## src/hdl/regex_pkg.sv

```systemverilog
//**********************************************************
// shared widths, opcode and state enums, memory request,
// engine status and instruction word structs
//**********************************************************
package regex_pkg;

    // one memory word carries two characters
    localparam int CHAR_WIDTH     = 8;
    localparam int WORD_WIDTH     = 16;
    localparam int CHARS_PER_WORD = WORD_WIDTH / CHAR_WIDTH;
    localparam int CHAR_SEL_BITS  = $clog2(CHARS_PER_WORD);
    // request address field, covers any memory up to 16 address bits
    localparam int REQ_ADDR_WIDTH = 16;

    typedef enum logic [1:0] {
        OP_ACCEPT,
        OP_MATCH_CHAR,
        OP_MATCH_ANY,
        OP_JMP
    } opcode_e;

    // instruction word as stored in memory
    typedef struct packed {
        opcode_e               opcode;
        logic [5:0]            reserved;
        // literal character or jump target
        logic [CHAR_WIDTH-1:0] operand;
    } instr_t;

    typedef enum logic [2:0] {
        ST_IDLE,
        ST_FETCH_FIRST,
        ST_EXE,
        ST_LOAD_WORD,
        ST_NEXT_CHAR,
        ST_DONE_ACCEPT,
        ST_DONE_REJECT,
        ST_ERROR
    } job_state_e;

    typedef enum logic [1:0] {
        PH_IDLE,
        PH_FETCH,
        PH_DECODE,
        PH_WAIT_CHAR
    } engine_phase_e;

    typedef struct packed {
        logic                      valid;
        logic [REQ_ADDR_WIDTH-1:0] addr;
    } mem_req_t;

    typedef struct packed {
        logic running;
        logic accepted;
        logic consumed;
    } engine_status_t;

endpackage
```

## src/hdl/regex_coprocessor.sv

```systemverilog
//**********************************************************
// regex coprocessor top level, joins job FSM, cursor, char
// buffer, engine and memory arbiter
//**********************************************************
module regex_coprocessor
    import regex_pkg::*;
#(
    parameter int ADDR_WIDTH = 11,
    parameter int PC_WIDTH   = 8
)
(
    input  logic                  clk,
    input  logic                  rst,
    // job port
    input  logic                  valid,
    output logic                  ready,
    input  logic [ADDR_WIDTH:0]   start_pointer,
    input  logic [ADDR_WIDTH:0]   end_pointer,
    // shared memory port
    output logic                  memory_valid,
    input  logic                  memory_ready,
    output logic [ADDR_WIDTH-1:0] memory_addr,
    input  logic [WORD_WIDTH-1:0] memory_data,
    // result
    output logic                  done,
    output logic                  accept,
    output logic                  error
);
    mem_req_t              char_req;
    mem_req_t              instr_req;
    engine_status_t        status;
    logic                  char_grant;
    logic                  instr_grant;
    logic                  char_word_valid;
    logic                  instr_valid;
    logic                  load_start;
    logic                  advance;
    logic                  word_load;
    logic                  char_ready;
    logic                  engine_start;
    logic [ADDR_WIDTH:0]   char_addr;
    logic [ADDR_WIDTH-1:0] word_addr;
    logic                  word_boundary;
    logic                  past_end;
    logic [CHAR_WIDTH-1:0] cur_char;

    coprocessor_fsm #(
        .ADDR_WIDTH (ADDR_WIDTH)
    ) u_fsm (
        .clk             (clk),
        .rst             (rst),
        .valid           (valid),
        .ready           (ready),
        .start_pointer   (start_pointer),
        .end_pointer     (end_pointer),
        .word_addr       (word_addr),
        .word_boundary   (word_boundary),
        .past_end        (past_end),
        .char_grant      (char_grant),
        .char_word_valid (char_word_valid),
        .char_req        (char_req),
        .load_start      (load_start),
        .advance         (advance),
        .word_load       (word_load),
        .char_ready      (char_ready),
        .engine_start    (engine_start),
        .status          (status),
        .done            (done),
        .accept          (accept),
        .error           (error)
    );

    string_cursor #(
        .ADDR_WIDTH (ADDR_WIDTH)
    ) u_cursor (
        .clk           (clk),
        .rst           (rst),
        .load_start    (load_start),
        .start_pointer (start_pointer),
        .end_pointer   (end_pointer),
        .advance       (advance),
        .char_addr     (char_addr),
        .word_addr     (word_addr),
        .word_boundary (word_boundary),
        .past_end      (past_end)
    );

    // low pointer bits pick the character inside the buffered word
    char_buffer u_buffer (
        .clk         (clk),
        .rst         (rst),
        .word_load   (word_load),
        .memory_data (memory_data),
        .char_sel    (char_addr[CHAR_SEL_BITS-1:0]),
        .cur_char    (cur_char)
    );

    regex_engine #(
        .PC_WIDTH (PC_WIDTH)
    ) u_engine (
        .clk          (clk),
        .rst          (rst),
        .engine_start (engine_start),
        .char_ready   (char_ready),
        .cur_char     (cur_char),
        .past_end     (past_end),
        .instr_req    (instr_req),
        .instr_grant  (instr_grant),
        .instr_valid  (instr_valid),
        .memory_data  (memory_data),
        .status       (status)
    );

    memory_arbiter #(
        .ADDR_WIDTH (ADDR_WIDTH)
    ) u_arbiter (
        .clk             (clk),
        .rst             (rst),
        .char_req        (char_req),
        .instr_req       (instr_req),
        .char_grant      (char_grant),
        .instr_grant     (instr_grant),
        .char_word_valid (char_word_valid),
        .instr_valid     (instr_valid),
        .memory_valid    (memory_valid),
        .memory_ready    (memory_ready),
        .memory_addr     (memory_addr)
    );

endmodule

```

## src/hdl/memory_arbiter.sv

```systemverilog
//**********************************************************
// fixed priority memory arbiter, char side over instruction
// side, with response strobe routing
//**********************************************************
module memory_arbiter
    import regex_pkg::*;
#(
    parameter int ADDR_WIDTH = 11
)
(
    input  logic                  clk,
    input  logic                  rst,
    input  mem_req_t              char_req,
    input  mem_req_t              instr_req,
    output logic                  char_grant,
    output logic                  instr_grant,
    output logic                  char_word_valid,
    output logic                  instr_valid,
    output logic                  memory_valid,
    input  logic                  memory_ready,
    output logic [ADDR_WIDTH-1:0] memory_addr
);
    // a stalled request keeps the port, so valid and addr stay put
    logic hold_q;
    logic hold_char_q;
    logic pick_char;

    assign pick_char    = hold_q ? hold_char_q : char_req.valid;
    assign memory_valid = pick_char ? char_req.valid : instr_req.valid;
    assign memory_addr  = pick_char ? char_req.addr[ADDR_WIDTH-1:0]
                                    : instr_req.addr[ADDR_WIDTH-1:0];
    assign char_grant   = pick_char && char_req.valid && memory_ready;
    assign instr_grant  = !pick_char && instr_req.valid && memory_ready;

    always_ff @(posedge clk)
    begin
        if (rst)
        begin
            hold_q          <= 1'b0;
            hold_char_q     <= 1'b0;
            char_word_valid <= 1'b0;
            instr_valid     <= 1'b0;
        end
        else
        begin
            hold_q          <= memory_valid && !memory_ready;
            hold_char_q     <= pick_char;
            // memory answers the cycle after the transfer
            char_word_valid <= char_grant;
            instr_valid     <= instr_grant;
        end
    end

endmodule

```

## src/hdl/regex_engine.sv

```systemverilog
//**********************************************************
// single thread engine with instruction fetch, decode and
// match against the current character
//**********************************************************
module regex_engine
    import regex_pkg::*;
#(
    parameter int PC_WIDTH = 8
)
(
    input  logic                  clk,
    input  logic                  rst,
    input  logic                  engine_start,
    input  logic                  char_ready,
    input  logic [CHAR_WIDTH-1:0] cur_char,
    input  logic                  past_end,
    output mem_req_t              instr_req,
    input  logic                  instr_grant,
    input  logic                  instr_valid,
    input  logic [WORD_WIDTH-1:0] memory_data,
    output engine_status_t        status
);
    engine_phase_e       phase;
    logic [PC_WIDTH-1:0] pc;
    instr_t              instr;
    // fetch transferred and waiting for its word
    logic                fetch_sent;
    logic                char_hit;

    // any-match only needs a char inside the string
    assign char_hit = !past_end &&
                      ((instr.opcode == OP_MATCH_ANY) || (cur_char == instr.operand));

    always_ff @(posedge clk)
    begin
        if (rst)
        begin
            phase      <= PH_IDLE;
            pc         <= '0;
            fetch_sent <= 1'b0;
            status     <= '0;
        end
        else if (engine_start)
        begin
            // per job flush
            phase      <= PH_FETCH;
            pc         <= '0;
            fetch_sent <= 1'b0;
            status     <= '{running: 1'b1, accepted: 1'b0, consumed: 1'b0};
        end
        else
        begin
            status.consumed <= 1'b0;
            case (phase)
                PH_FETCH:
                begin
                    if (instr_valid)
                    begin
                        fetch_sent <= 1'b0;
                        phase      <= PH_DECODE;
                    end
                    else if (instr_grant)
                        fetch_sent <= 1'b1;
                end
                PH_DECODE:
                begin
                    case (instr.opcode)
                        OP_ACCEPT:
                        begin
                            status.accepted <= 1'b1;
                            status.running  <= 1'b0;
                            phase           <= PH_IDLE;
                        end
                        OP_JMP:
                        begin
                            pc    <= instr.operand[PC_WIDTH-1:0];
                            phase <= PH_FETCH;
                        end
                        default:
                            phase <= PH_WAIT_CHAR;
                    endcase
                end
                PH_WAIT_CHAR:
                begin
                    if (char_ready && char_hit)
                    begin
                        pc              <= pc + 1'b1;
                        status.consumed <= 1'b1;
                        phase           <= PH_FETCH;
                    end
                    else if (char_ready)
                    begin
                        // thread dies on a mismatch or past the string end
                        status.running <= 1'b0;
                        phase          <= PH_IDLE;
                    end
                end
                default:
                    phase <= PH_IDLE;
            endcase
        end
    end

    // instruction word captured from the memory response
    always_ff @(posedge clk)
    begin
        if (phase == PH_FETCH && instr_valid)
            instr <= instr_t'(memory_data);
    end

    // program lives at word address pc
    assign instr_req.valid = (phase == PH_FETCH) && !fetch_sent;
    assign instr_req.addr  = REQ_ADDR_WIDTH'(pc);

endmodule

```

## src/hdl/char_buffer.sv

```systemverilog
//**********************************************************
// memory word buffer and current character register
//**********************************************************
module char_buffer
    import regex_pkg::*;
(
    input  logic                     clk,
    input  logic                     rst,
    input  logic                     word_load,
    input  logic [WORD_WIDTH-1:0]    memory_data,
    input  logic [CHAR_SEL_BITS-1:0] char_sel,
    output logic [CHAR_WIDTH-1:0]    cur_char
);
    logic [WORD_WIDTH-1:0] word_q;
    logic [WORD_WIDTH-1:0] src_word;
    logic [CHAR_WIDTH-1:0] char_q;

    // a fresh word bypasses the buffer so its char is ready next cycle
    assign src_word = word_load ? memory_data : word_q;

    // one fetch serves every char of the word
    always_ff @(posedge clk)
    begin
        if (word_load)
            word_q <= memory_data;
    end

    always_ff @(posedge clk)
    begin
        if (rst)
            char_q <= '0;
        else
            char_q <= src_word[char_sel*CHAR_WIDTH +: CHAR_WIDTH];
    end

    assign cur_char = char_q;

endmodule

```

## src/hdl/string_cursor.sv

```systemverilog
//**********************************************************
// character pointer with word boundary and past-end flags
//**********************************************************
module string_cursor
    import regex_pkg::*;
#(
    parameter int ADDR_WIDTH = 11
)
(
    input  logic                  clk,
    input  logic                  rst,
    input  logic                  load_start,
    input  logic [ADDR_WIDTH:0]   start_pointer,
    input  logic [ADDR_WIDTH:0]   end_pointer,
    input  logic                  advance,
    output logic [ADDR_WIDTH:0]   char_addr,
    output logic [ADDR_WIDTH-1:0] word_addr,
    output logic                  word_boundary,
    output logic                  past_end
);
    logic [ADDR_WIDTH:0] ptr_q;
    // inclusive last character of the job
    logic [ADDR_WIDTH:0] end_q;

    always_ff @(posedge clk)
    begin
        if (rst)
        begin
            ptr_q <= '0;
            end_q <= '0;
        end
        else if (load_start)
        begin
            ptr_q <= start_pointer;
            end_q <= end_pointer;
        end
        else if (advance)
            ptr_q <= ptr_q + 1'b1;
    end

    assign char_addr     = ptr_q;
    // upper bits address the word, lower bits the char in it
    assign word_addr     = ptr_q[CHAR_SEL_BITS +: ADDR_WIDTH];
    assign word_boundary = (ptr_q[CHAR_SEL_BITS-1:0] == '0);
    assign past_end      = (ptr_q > end_q);

endmodule

```

## src/hdl/coprocessor_fsm.sv

```systemverilog
//**********************************************************
// job FSM with start checks, first word fetch, execution,
// character advance, completion and error
//**********************************************************
module coprocessor_fsm
    import regex_pkg::*;
#(
    parameter int ADDR_WIDTH = 11
)
(
    input  logic                  clk,
    input  logic                  rst,
    input  logic                  valid,
    output logic                  ready,
    input  logic [ADDR_WIDTH:0]   start_pointer,
    input  logic [ADDR_WIDTH:0]   end_pointer,
    input  logic [ADDR_WIDTH-1:0] word_addr,
    input  logic                  word_boundary,
    input  logic                  past_end,
    input  logic                  char_grant,
    input  logic                  char_word_valid,
    output mem_req_t              char_req,
    output logic                  load_start,
    output logic                  advance,
    output logic                  word_load,
    output logic                  char_ready,
    output logic                  engine_start,
    input  engine_status_t        status,
    output logic                  done,
    output logic                  accept,
    output logic                  error
);
    job_state_e state;
    job_state_e state_next;
    // word request of ST_LOAD_WORD already transferred
    logic       req_sent;
    logic       bad_job;

    // first char must sit at the word start, and the string must not be empty
    assign bad_job = (start_pointer[CHAR_SEL_BITS-1:0] != '0) || (end_pointer < start_pointer);

    always_ff @(posedge clk)
    begin
        if (rst)
        begin
            state    <= ST_IDLE;
            req_sent <= 1'b0;
        end
        else
        begin
            state <= state_next;
            if (word_load)
                req_sent <= 1'b0;
            else if (char_grant)
                req_sent <= 1'b1;
        end
    end

    always_comb
    begin
        state_next     = state;
        char_req.valid = 1'b0;
        char_req.addr  = REQ_ADDR_WIDTH'(word_addr);
        ready          = 1'b0;
        load_start     = 1'b0;
        advance        = 1'b0;
        word_load      = 1'b0;
        engine_start   = 1'b0;
        case (state)
            ST_IDLE:
            begin
                // no word request is ever pending in idle
                ready = 1'b1;
                if (valid)
                begin
                    if (bad_job)
                        state_next = ST_ERROR;
                    else
                    begin
                        load_start = 1'b1;
                        state_next = ST_FETCH_FIRST;
                    end
                end
            end
            ST_FETCH_FIRST:
            begin
                // flush the engine and set pc back to 0
                engine_start = 1'b1;
                state_next   = ST_LOAD_WORD;
            end
            ST_LOAD_WORD:
            begin
                // hold the request until granted, then wait for its data
                char_req.valid = !req_sent;
                if (char_word_valid)
                begin
                    word_load  = 1'b1;
                    state_next = ST_EXE;
                end
            end
            ST_EXE:
            begin
                if (status.accepted)
                    state_next = ST_DONE_ACCEPT;
                else if (!status.running)
                    state_next = ST_DONE_REJECT;
                else if (status.consumed)
                begin
                    advance    = 1'b1;
                    state_next = ST_NEXT_CHAR;
                end
            end
            ST_NEXT_CHAR:
            begin
                // cursor has moved; past the end the engine fails on its own
                if (past_end || !word_boundary)
                    state_next = ST_EXE;
                else
                    state_next = ST_LOAD_WORD;
            end
            ST_DONE_ACCEPT, ST_DONE_REJECT:
                state_next = ST_IDLE;
            // sticky until rst
            ST_ERROR:
                state_next = ST_ERROR;
            default:
                state_next = ST_IDLE;
        endcase
    end

    assign char_ready = (state == ST_EXE);
    assign done       = (state == ST_DONE_ACCEPT) || (state == ST_DONE_REJECT);
    assign accept     = (state == ST_DONE_ACCEPT);
    assign error      = (state == ST_ERROR);

endmodule

```

## config.mk

```make
export PLATFORM = sky130hd
export DESIGN_NAME = regex_coprocessor
export DESIGN_NICKNAME = d
export VERILOG_FILES = /design/src/hdl/regex_pkg.sv /design/src/hdl/regex_coprocessor.sv /design/src/hdl/memory_arbiter.sv /design/src/hdl/regex_engine.sv /design/src/hdl/char_buffer.sv /design/src/hdl/string_cursor.sv /design/src/hdl/coprocessor_fsm.sv
export SDC_FILE = /design/constraint.sdc
export NUM_CORES = 1
export LEC_CHECK = 0
export BUFFER_PORTS_ARGS = -buffer_cell sky130_fd_sc_hd__buf_4
export CORE_ASPECT_RATIO = 1.4
export CORE_MARGIN = 2
export CORE_UTILIZATION = 55
export CTS_CLUSTER_SIZE = 16
export DETAILED_ROUTE_END_ITERATION = 16
export HOLD_SLACK_MARGIN = 0.08
export PLACE_DENSITY = 0.84
export SLEW_MARGIN = 40
export SYNTH_ARGS = -nofsm -noshare
export SYNTH_HDL_FRONTEND = slang
export SYNTH_HIERARCHICAL = 1
export SYNTH_SLANG_ARGS = --single-unit
```

## constraint.sdc

```tcl
create_clock -name clk -period 3.2 [get_ports clk]
set_input_delay 0.16 -clock clk [delete_from_list [all_inputs] [get_ports clk]]
set_output_delay 0.16 -clock clk [all_outputs]
set_load 0.02 [all_outputs]
```

Word-level counts from Yosys, hierarchy flattened
Index checks and enable logic that the tools add are counted.

Add/sub/neg operators: 2. Magnitude comparators: 2. Equality and inequality tests: 25. Shift operators: 1. Multiplexer cells: 45. Bitwise logic cells: 1. Reduce and logical (&&, ||, !) cells: 35.

Operator list (number): $mux 12 (2); $mux 1 (23); $mux 3 (7); $pmux 3 s7 (1); $mux 16 (1); $mux 8 (2); $pmux 8 s2 (1); $shiftx 16x5->8 (1); $add 12x1->12 const B (1); $eq 3x3->1 const B (4); $gt 12x12->1 (1); $lt 12x12->1 (1); $mux 11 (1); $logic_and 1x1->1 (9); $add 8x1->8 const B (1); $eq 2x2->1 const B (4); $eq 8x8->1 (1); $mux 2 (4); $reduce_and 2->1 (4); $eq 3x2->1 const B (2); $ne 2x1->1 const B (3); $ne 3x2->1 const B (2); $ne 3x3->1 const B (2); $pmux 2 s3 (1); 19 further kinds (32).

Bits in registers: 80. Input bits: 44. Word-level logic and storage cells: 130.

Longest topological paths before layout
Gate-level depths: netlist (run 1).

Depth after elaboration: 8. Mapped depth: 12. Mapped depth without buffers: 11.

Modules after synthesis
The synthesis (run 1) kept the hierarchy.

By module, submodules not included: string_cursor (times used 1, cells an instance 174, area each 1478.9 um^2, seq. area each 480.5 um^2); regex_engine (times used 1, cells an instance 140, area each 1317.5 um^2, seq. area each 580.6 um^2); char_buffer (times used 1, cells an instance 53, area each 813.3 um^2, seq. area each 480.5 um^2); coprocessor_fsm (times used 1, cells an instance 100, area each 749.5 um^2, seq. area each 80.1 um^2); memory_arbiter (times used 1, cells an instance 28, area each 335.3 um^2, seq. area each 80.1 um^2).

Least setup slack after synthesis (run 1)
No wires, ideal clock.

Kind: register -> register. From: register u_cursor.end_q[11]. To: register u_engine.pc[0]. Arrival time: 2.389 ns. Data required time: 3.126 ns. Slack: 0.736 ns. Stages on the path, launching flop included: 12. Path buffers: 0. Period minus slack after synthesis: 2.464 ns. Cells stage by stage: dfxtp_1 > inv_1 > ha_1 > a21oi_1 > o21ai_0 > a2111oi_0 > a21oi_1 > nand3b_1 > o21ai_0 > nand2_1 > or4_1 > a31oi_1.

Longest elaborated chain between the ends: 6.

RTL lines: start: declaration (line string_cursor.sv:23) `logic [ADDR_WIDTH:0] end_q;`; start signal: assignment (line string_cursor.sv:35) `end_q <= end_pointer;`; $gt 12x12->1 (line string_cursor.sv:45) `assign past_end = (ptr_q > end_q);`; via past_end (line regex_coprocessor.sv:44) `logic past_end;`; $logic_not 1->1 (line regex_engine.sv:31) `assign char_hit = !past_end &&`; $logic_and 1x1->1 (line regex_engine.sv:31); $logic_and 1x1->1 (line regex_engine.sv:85) `if (char_ready && char_hit)`; $ne 2x1->1 (no source line); $reduce_and 3->1 (no source line); end signal: assignment (line regex_engine.sv:76) `pc <= instr.operand[PC_WIDTH-1:0];`; end signal: assignment (line regex_engine.sv:87) `pc <= pc + 1'b1;`; end: declaration (line regex_engine.sv:24) `logic [PC_WIDTH-1:0] pc;`.

The timed path passes the listed nets, and every way through them passes these cells. A chain may end at the register's enable or synchronous reset.

Final worst setup path (run 1)
From: register u_cursor.ptr_q[9] (netlist: u_cursor/char_addr[9]). To: register u_engine.pc[0].

Longest elaborated chain between the ends: 6.

RTL lines: start: declaration (line string_cursor.sv:21) `logic [ADDR_WIDTH:0] ptr_q;`; start signal: assignment (line string_cursor.sv:34) `ptr_q <= start_pointer;`; start signal: assignment (line string_cursor.sv:38) `ptr_q <= ptr_q + 1'b1;`; $gt 12x12->1 (line string_cursor.sv:45); via past_end (line regex_coprocessor.sv:44); $logic_not 1->1 (line regex_engine.sv:31); $logic_and 1x1->1 (line regex_engine.sv:31); $logic_and 1x1->1 (line regex_engine.sv:85); $ne 2x1->1 (no source line); $reduce_and 3->1 (no source line).

The timed path passes the listed nets, and every way through them passes these cells.

==> results of run 1 <==
==> area by class of cell <==
cell class	instances	area, um^2
clock buffer	10	229
clock inverter	5	81.3
fill	623	2660
inverter	33	124
multi-input combinational	329	2490
sequential	80	1700
tap	102	128
timing repair buffer	90	738
==> per-stage QoR <==
| stage | area [um^2] | utilization | hold WS, ps | worst slack [ps] |
|---|---|---|---|---|
| 2_1_floorplan | 4620 | - | 226 | 736 |
| 3_3_place_gp | 4930 | 0.605 | 347 | 606 |
| 3_5_place_dp | 4930 | 0.605 | 350 | 452 |
| 4_1_cts | 5490 | 0.674 | 85.9 | 401 |
| 5_1_grt | 5490 | 0.674 | 85.4 | 112 |
| 6_report | 5490 | 0.674 | 85.3 | 340 |
==> critical path, stage by stage (launching register included) <==
cell	delay [ps]
dfxtp_1	410
ha_1	290
a21oi_1	200
o21ai_0	110
a2111oi_0	410
a21oi_1	190
nand3b_1	180
o21ai_0	100
nand2_1	180
or4_1	530
a31oi_1	180
==> layer usage <==
layer | GRT usage | up-vias | routed length (um)
met2 | 0.437 | 125 | 5620
met5 | 0 | - | 0
met3 | 0.0338 | 36 | 553
met4 | 0.151 | 0 | 474
met1 | 0.288 | 1774 | 4130
li1 | - | 1813 | -
==> report_power, final <==
part | switching, mW | internal, mW | total [mW]
combinational | 0.465 | 0.441 | 0.906
clock | 0.398 | 0.680 | 1.08
sequential | 0.0966 | 1.15 | 1.24
==> sequential cells by signal (all words and copies together) (netlist names) <==
signal,flops
u_engine/pc,8
u_arbiter/hold_char_q,1
u_engine/fetch_sent,1
u_fsm/state,3
u_engine/phase,2
u_arbiter/hold_q,1
u_fsm/req_sent,1
u_cursor/end_q,12
u_buffer/cur_char,8
u_engine/instr,10
u_buffer/word_q,16
u_cursor/char_addr,12
u_arbiter/instr_valid,1
u_arbiter/char_word_valid,1
u_engine/status,3
==> path summary, 6_finish.rpt <==
path	from	end	slack [ps]
setup / recovery	u_cursor/char_addr[9]	u_engine/pc[0]	340
hold / removal	end_pointer[1]	u_cursor/end_q[1]	90
setup reg to reg	u_cursor/char_addr[9]	u_engine/pc[0]	340
hold reg to reg	u_buffer/word_q[13]	u_buffer/word_q[13]	470
==> flow_metrics.tcl, run 1 <==
set metrics [dict create \
    drv_cap 0 \
    dr.pass1.iters 5 \
    numClockSinks 80 \
    dp_cells 609 \
    holdBufCountCts 25 \
    rows 39 \
    wl_per_cell_um 16.6 \
    cts_resized 0 \
    setup_viol_count_final 0 \
    drcViolationCount 0 \
    worst_slew_pin_slew_ps 708 \
    end_kind "flop" \
    status "finished clean" \
    clock-root-buffer "clkbuf_16" \
    critPathKind "reg -> reg" \
    min_path_type "in -> reg" \
    ant_nets 0 \
    cp_max_fo 7 \
    track_usage 0.253 \
    layout_common_cells "dfxtp_1, buf_4, nor2_1" \
    die_y_um 112 \
    grt-ovfl-total 0 \
    antenna_found_initial 0 \
    die-area_um2 9150 \
    postCtsSetupBuffers 0 \
    num-nets-final 615 \
    start_kind "flop" \
    antennaDiodeCount 0 \
    vdd_drop_max_uv 393 \
    grt_pass1_vias 3816 \
    arrival_ps 3120 \
    num_io_pins 60 \
    final_common_cell "dfxtp_1" \
    finalMaxSlewViolations 0 \
    clk_latency_ps 340 \
    drive_above_1_share 0.227 \
    relSlewSlack 0.527 \
    postRouteWirelength_um 10800 \
    hold_violations 0 \
    p_per_area_nw_per_um2 587 \
    routabilityCongestion 0.857 \
    dpl.hpwl_um 7780 \
    fin_total_pwr_mw 3.23 \
    vias 3748 \
    first_iter_violations 370 \
    clock_skew_ps 8.55 \
    clock.fmax_mhz 350 \
    grt_pass1_wl_um 17700 \
    cts_made_buffers 9 \
    clk_pin_slew_ps 60 \
    post_drt_via_cell_ratio 5.78 \
    crit_required_ps 3460 \
    finalCriticalPeriod_ps 2860 \
    syn_area_um2 4620 \
    syn_inst 484 \
    core_area_um2 8150 \
    yosys_warnings 6 \
    start_util 0.566 \
    fin_tns_setup_ps 0 \
    stdcell_count 649 \
    chipWidth_um 81.4 \
    avgSynthCellArea_um2 9.54 \
    clockBufferDepth 2 \
    cts_tree "built" \
    rsz0062_at_grt "no" \
    leakage_nw 2.28 \
    grt_max_degree 43 \
    period_share 0.894 \
    area_delta_synth_final_pct 19.0 \
    io_buffers 59 \
    min_path_cells 3 \
    h-tree-depth 3 \
    reg2reg_depth 10 \
]
(Power assumes the default switching activity.)
==> inputs of run 2 (changes only) <==
- HOLD_SLACK_MARGIN: 0.08 -> default
- MAX_ROUTING_LAYER: default -> met4
==> flow_metrics.tcl, run 2 (synthesized netlist as in run 1, its figures left out) <==
set metrics [dict create \
    status "finished clean" \
    leakage_nw 2.18 \
    track_usage 0.248 \
    h-tree-depth 3 \
    worst_slew_pin_slew_ps 645 \
    top_register "u_buffer/word_q" \
    p_per_area_nw_per_um2 596 \
    postRouteWirelength_um 10300 \
    postCtsSetupBuffers 0 \
    clk_latency_ps 340 \
    routabilityCongestion 0.863 \
    antennaDiodeCount 0 \
    layout_setup_ws_ps 410 \
    largest_register_ffs 16 \
    post_drt_via_cell_ratio 5.86 \
    area_delta_synth_final_pct 14.2 \
    rows 39 \
    dpl.hpwl_um 7720 \
    hold_violations 0 \
    layout_common_cells "dfxtp_1, buf_4, nor2_1" \
    cp_max_fo 7 \
    final_common_cell "dfxtp_1" \
    period_share 0.872 \
    cts_resized 0 \
    dp_slack_ps 513 \
    clock-root-buffer "clkbuf_16" \
    grt-ovfl-total 0 \
    drv_cap 0 \
    vias 3677 \
    chipWidth_um 81.4 \
    setup_viol_count_final 0 \
    num-nets-final 593 \
    relSlewSlack 0.569 \
    fin_total_pwr_mw 3.14 \
    num_io_pins 60 \
    antenna_found_initial 0 \
    finalCriticalPeriod_ps 2790 \
    clockBufferDepth 2 \
    start_kind "flop" \
    grt_max_degree 43 \
    clk_pin_slew_ps 60 \
    clock.fmax_mhz 358 \
    start_util 0.566 \
    drive_above_1_share 0.236 \
    dr.pass1.iters 5 \
    first_iter_violations 316 \
    clock_skew_ps 6.21 \
    die_y_um 112 \
    cts_tree "built" \
    grt_pass1_vias 3698 \
    vdd_drop_max_uv 372 \
    grt_pass1_wl_um 17000 \
    drcViolationCount 0 \
    min_path_type "in -> reg" \
    crit_required_ps 3470 \
    holdBufCountCts 5 \
    finalMaxSlewViolations 0 \
    arrival_ps 3060 \
    end_kind "flop" \
    fin_tns_setup_ps 0 \
    ant_nets 0 \
    core_area_um2 8150 \
    cts_made_buffers 9 \
    critPathKind "reg -> reg" \
    rsz0062_at_grt "no" \
    die-area_um2 9150 \
    numClockSinks 80 \
    wl_per_cell_um 16.5 \
    nFillCells 652 \
    io_buffers 59 \
]
==> run 2: cell count changes in the layout (fill, tap and decap cells not counted), sizes merged <==
cell,change
clkinv,+1
buf,-2
bufinv,-1
clkbuf,-1
inv,+2
dlygate4sd3,-20
==> run 2: metrics by stage <==
stage	util	hold WS [ps]	cells	instance area, um^2
floorplan	-	226	486	4620
global placement	0.604	347	607	4920
detailed placement	0.604	353	607	4920
CTS	0.647	1.42	628	5270
global route	0.647	7.48	628	5270
finish	0.647	5.56	628	5270
==> run 2: report_power, final <==
group	internal, mW	total, mW	switching, mW	leakage (nW)
combinational	0.409	0.825	0.416	1.38
clock	0.612	1.04	0.425	0.147
sequential	1.15	1.28	0.137	0.657
==> run 2: final timing paths <==
kind	slack [ps]	startpoint	end	cells past startpoint
setup / recovery	410	u_cursor/end_q[11]	u_engine/pc[0]	11
hold / removal	6	memory_data[1]	u_engine/instr[1]	1
setup reg to reg	410	u_cursor/end_q[11]	u_engine/pc[0]	11
hold reg to reg	470	u_buffer/word_q[13]	u_buffer/word_q[13]	1
==> run 2: metal layers <==
layer  GRT usage  part of all wire  vias to the layer above
li1            -                 -                     1766
met1       0.292              0.39                     1713
met2       0.391              0.51                      152
met3      0.0410             0.055                       46
met4       0.148             0.041                        0
met5           -                 0                        -
==> run 2: final cells by class <==
class	count	area, um^2	area share
repair buffers	68	523	0.0992
well taps	102	128	0.0242
multi-input cells	329	2490	0.473
flip-flops and latches	80	1700	0.323
clock buffers	9	225	0.0427
clock inverters	7	77.6	0.0147
inverters	33	124	0.0235
==> run 2: critical path, cell delays in order, from the launching register on <==
cell and delay [ps]:
dfxtp_1 340, inv_1 50, ha_1 300, a21oi_1 210
o21ai_0 100, a2111oi_0 360, a21oi_1 170, nand3b_1 180
o21ai_0 110, nand2_1 190, or4_1 540, a31oi_1 160
==> inputs of run 3 (changes only) <==
- GPL_TIMING_DRIVEN: default -> 0
==> flow_metrics.tcl, run 3 (synthesized netlist as in run 1, its figures left out) <==
set metrics [dict create \
    whs_ps 5.97 \
    layout_common_cells "buf_4, dfxtp_1, nor2_1" \
    grt-ovfl-total 0 \
    drive_above_1_share 0.275 \
    num_io_pins 60 \
    vias 3745 \
    p_per_area_nw_per_um2 563 \
    crit_required_ps 3470 \
    grt_pass1_vias 3677 \
    postCtsSetupBuffers 0 \
    crit_path_top_delay_cell "or4_1" \
    dr.pass1.iters 5 \
    vdd_drop_max_uv 385 \
    routabilityCongestion 0.909 \
    die_y_um 112 \
    drcViolationCount 0 \
    stdcell_count 663 \
    grt_pass1_wl_um 17100 \
    grt_max_degree 16 \
    start_kind "flop" \
    h-tree-depth 3 \
    antennaDiodeCount 0 \
    end_kind "flop" \
    clock.fmax_mhz 352 \
    cts_tree "built" \
    clock-root-buffer "clkbuf_16" \
    min_path_type "in -> reg" \
    worst_slew_pin_slew_ps 666 \
    finalMaxSlewViolations 0 \
    critPathKind "reg -> reg" \
    final_util 0.671 \
    rsz0062_at_grt "no" \
    num-nets-final 628 \
    leakage_nw 2.34 \
    area_delta_synth_final_pct 18.4 \
    cp_cell_sequence "inv_1 > ha_1 > a21oi_1 > o21ai_0 > a2111oi_2 > a21oi_1 > nand3b_1 > o21ai_0 > nand2_1 > or4_1 > a31oi_1" \
    clock_skew_ps 6.14 \
    antenna_found_initial 0 \
    rows 39 \
    period_share 0.887 \
    dpl.hpwl_um 8170 \
    final_common_cell "buf_4" \
    io_buffers 59 \
    clockBufferDepth 2 \
    wl_per_cell_um 16.1 \
    critPathMaxStageDelay_ps 550 \
    clk_pin_slew_ps 60 \
    clk_latency_ps 340 \
    start_util 0.566 \
    cts_made_buffers 9 \
    setup_viol_count_final 0 \
    status "finished clean" \
    core_area_um2 8150 \
    track_usage 0.251 \
    top_register "u_buffer/word_q" \
    post_drt_via_cell_ratio 5.65 \
    chipWidth_um 81.4 \
    dp_cells 647 \
    relSlewSlack 0.555 \
    arrival_ps 3100 \
    cp_max_fo 7 \
    numClockSinks 80 \
    fin_tns_setup_ps 0 \
    die-area_um2 9150 \
    ant_nets 0 \
    drv_cap 0 \
    largest_register_ffs 16 \
    finalCriticalPeriod_ps 2840 \
    postRouteWirelength_um 10700 \
    hold_violations 0 \
    first_iter_violations 191 \
    fin_total_pwr_mw 3.08 \
]
[run 3: cell types whose count changed in the layout (fill, tap and decap cells not counted), moves of 3 or more]
cell	change
buf_4	+21
clkbuf_1	+8
buf_2	+7
dlygate4sd3_1	-5
buf_6	+4
inv_6	-3
[run 3: where the power goes]
part	total (mW)	internal (mW)	switching, mW
sequential	1.23	1.15	0.0832
clock	0.918	0.523	0.395
combinational	0.930	0.447	0.483
[run 3: area by class of cell]
class | count | area, um^2
fillers | 619 | 2680
multi-input cells | 329 | 2490
flip-flops and latches | 80 | 1700
repair buffers | 59 | 443
plain buffers | 44 | 314
clock buffers | 11 | 233
well taps | 102 | 128
inverters | 33 | 124
clock inverters | 5 | 33.8
[run 3: through the flow]
stage	area (um^2)	worst slack [ps]
final	5470	362
after floorplan	4620	736
after global routing	5470	139
after CTS	5460	303
after detailed placement	5190	347
after global placement	5190	433
[run 3: final timing paths]
kind                      startpoint                 end  slack, ps  depth (start not counted)
setup / recovery  u_cursor/end_q[11]      u_engine/pc[0]        360                         11
hold / removal        memory_data[3]   u_engine/instr[3]          6                          1
setup reg to reg  u_cursor/end_q[11]      u_engine/pc[0]        360                         11
hold reg to reg   u_buffer/word_q[3]  u_buffer/word_q[3]        470                          1
[run 3: critical path: cells and delay by family (launching register included)]
kind / cells / cell delay, ps
compound gates: 6 / 1130
simple gates: 3 / 930
flops: 1 / 330
fa+ha+maj: 1 / 310
buf+inv: 1 / 50
[run 3: metal layers]
metal,GRT usage,up-vias,share of wire
li1,-,1838,-
met1,0.260,1763,0.39
met2,0.437,113,0.53
met3,0.0378,31,0.042
met4,0.146,0,0.040
met5,-,-,0
[run 3: repair_timing]
item / 4_1_cts / 5_1_grt
hold buffers: 0 / 0
setup endpoints to repair: 0 / 1
gates resized for setup: 0 / 2
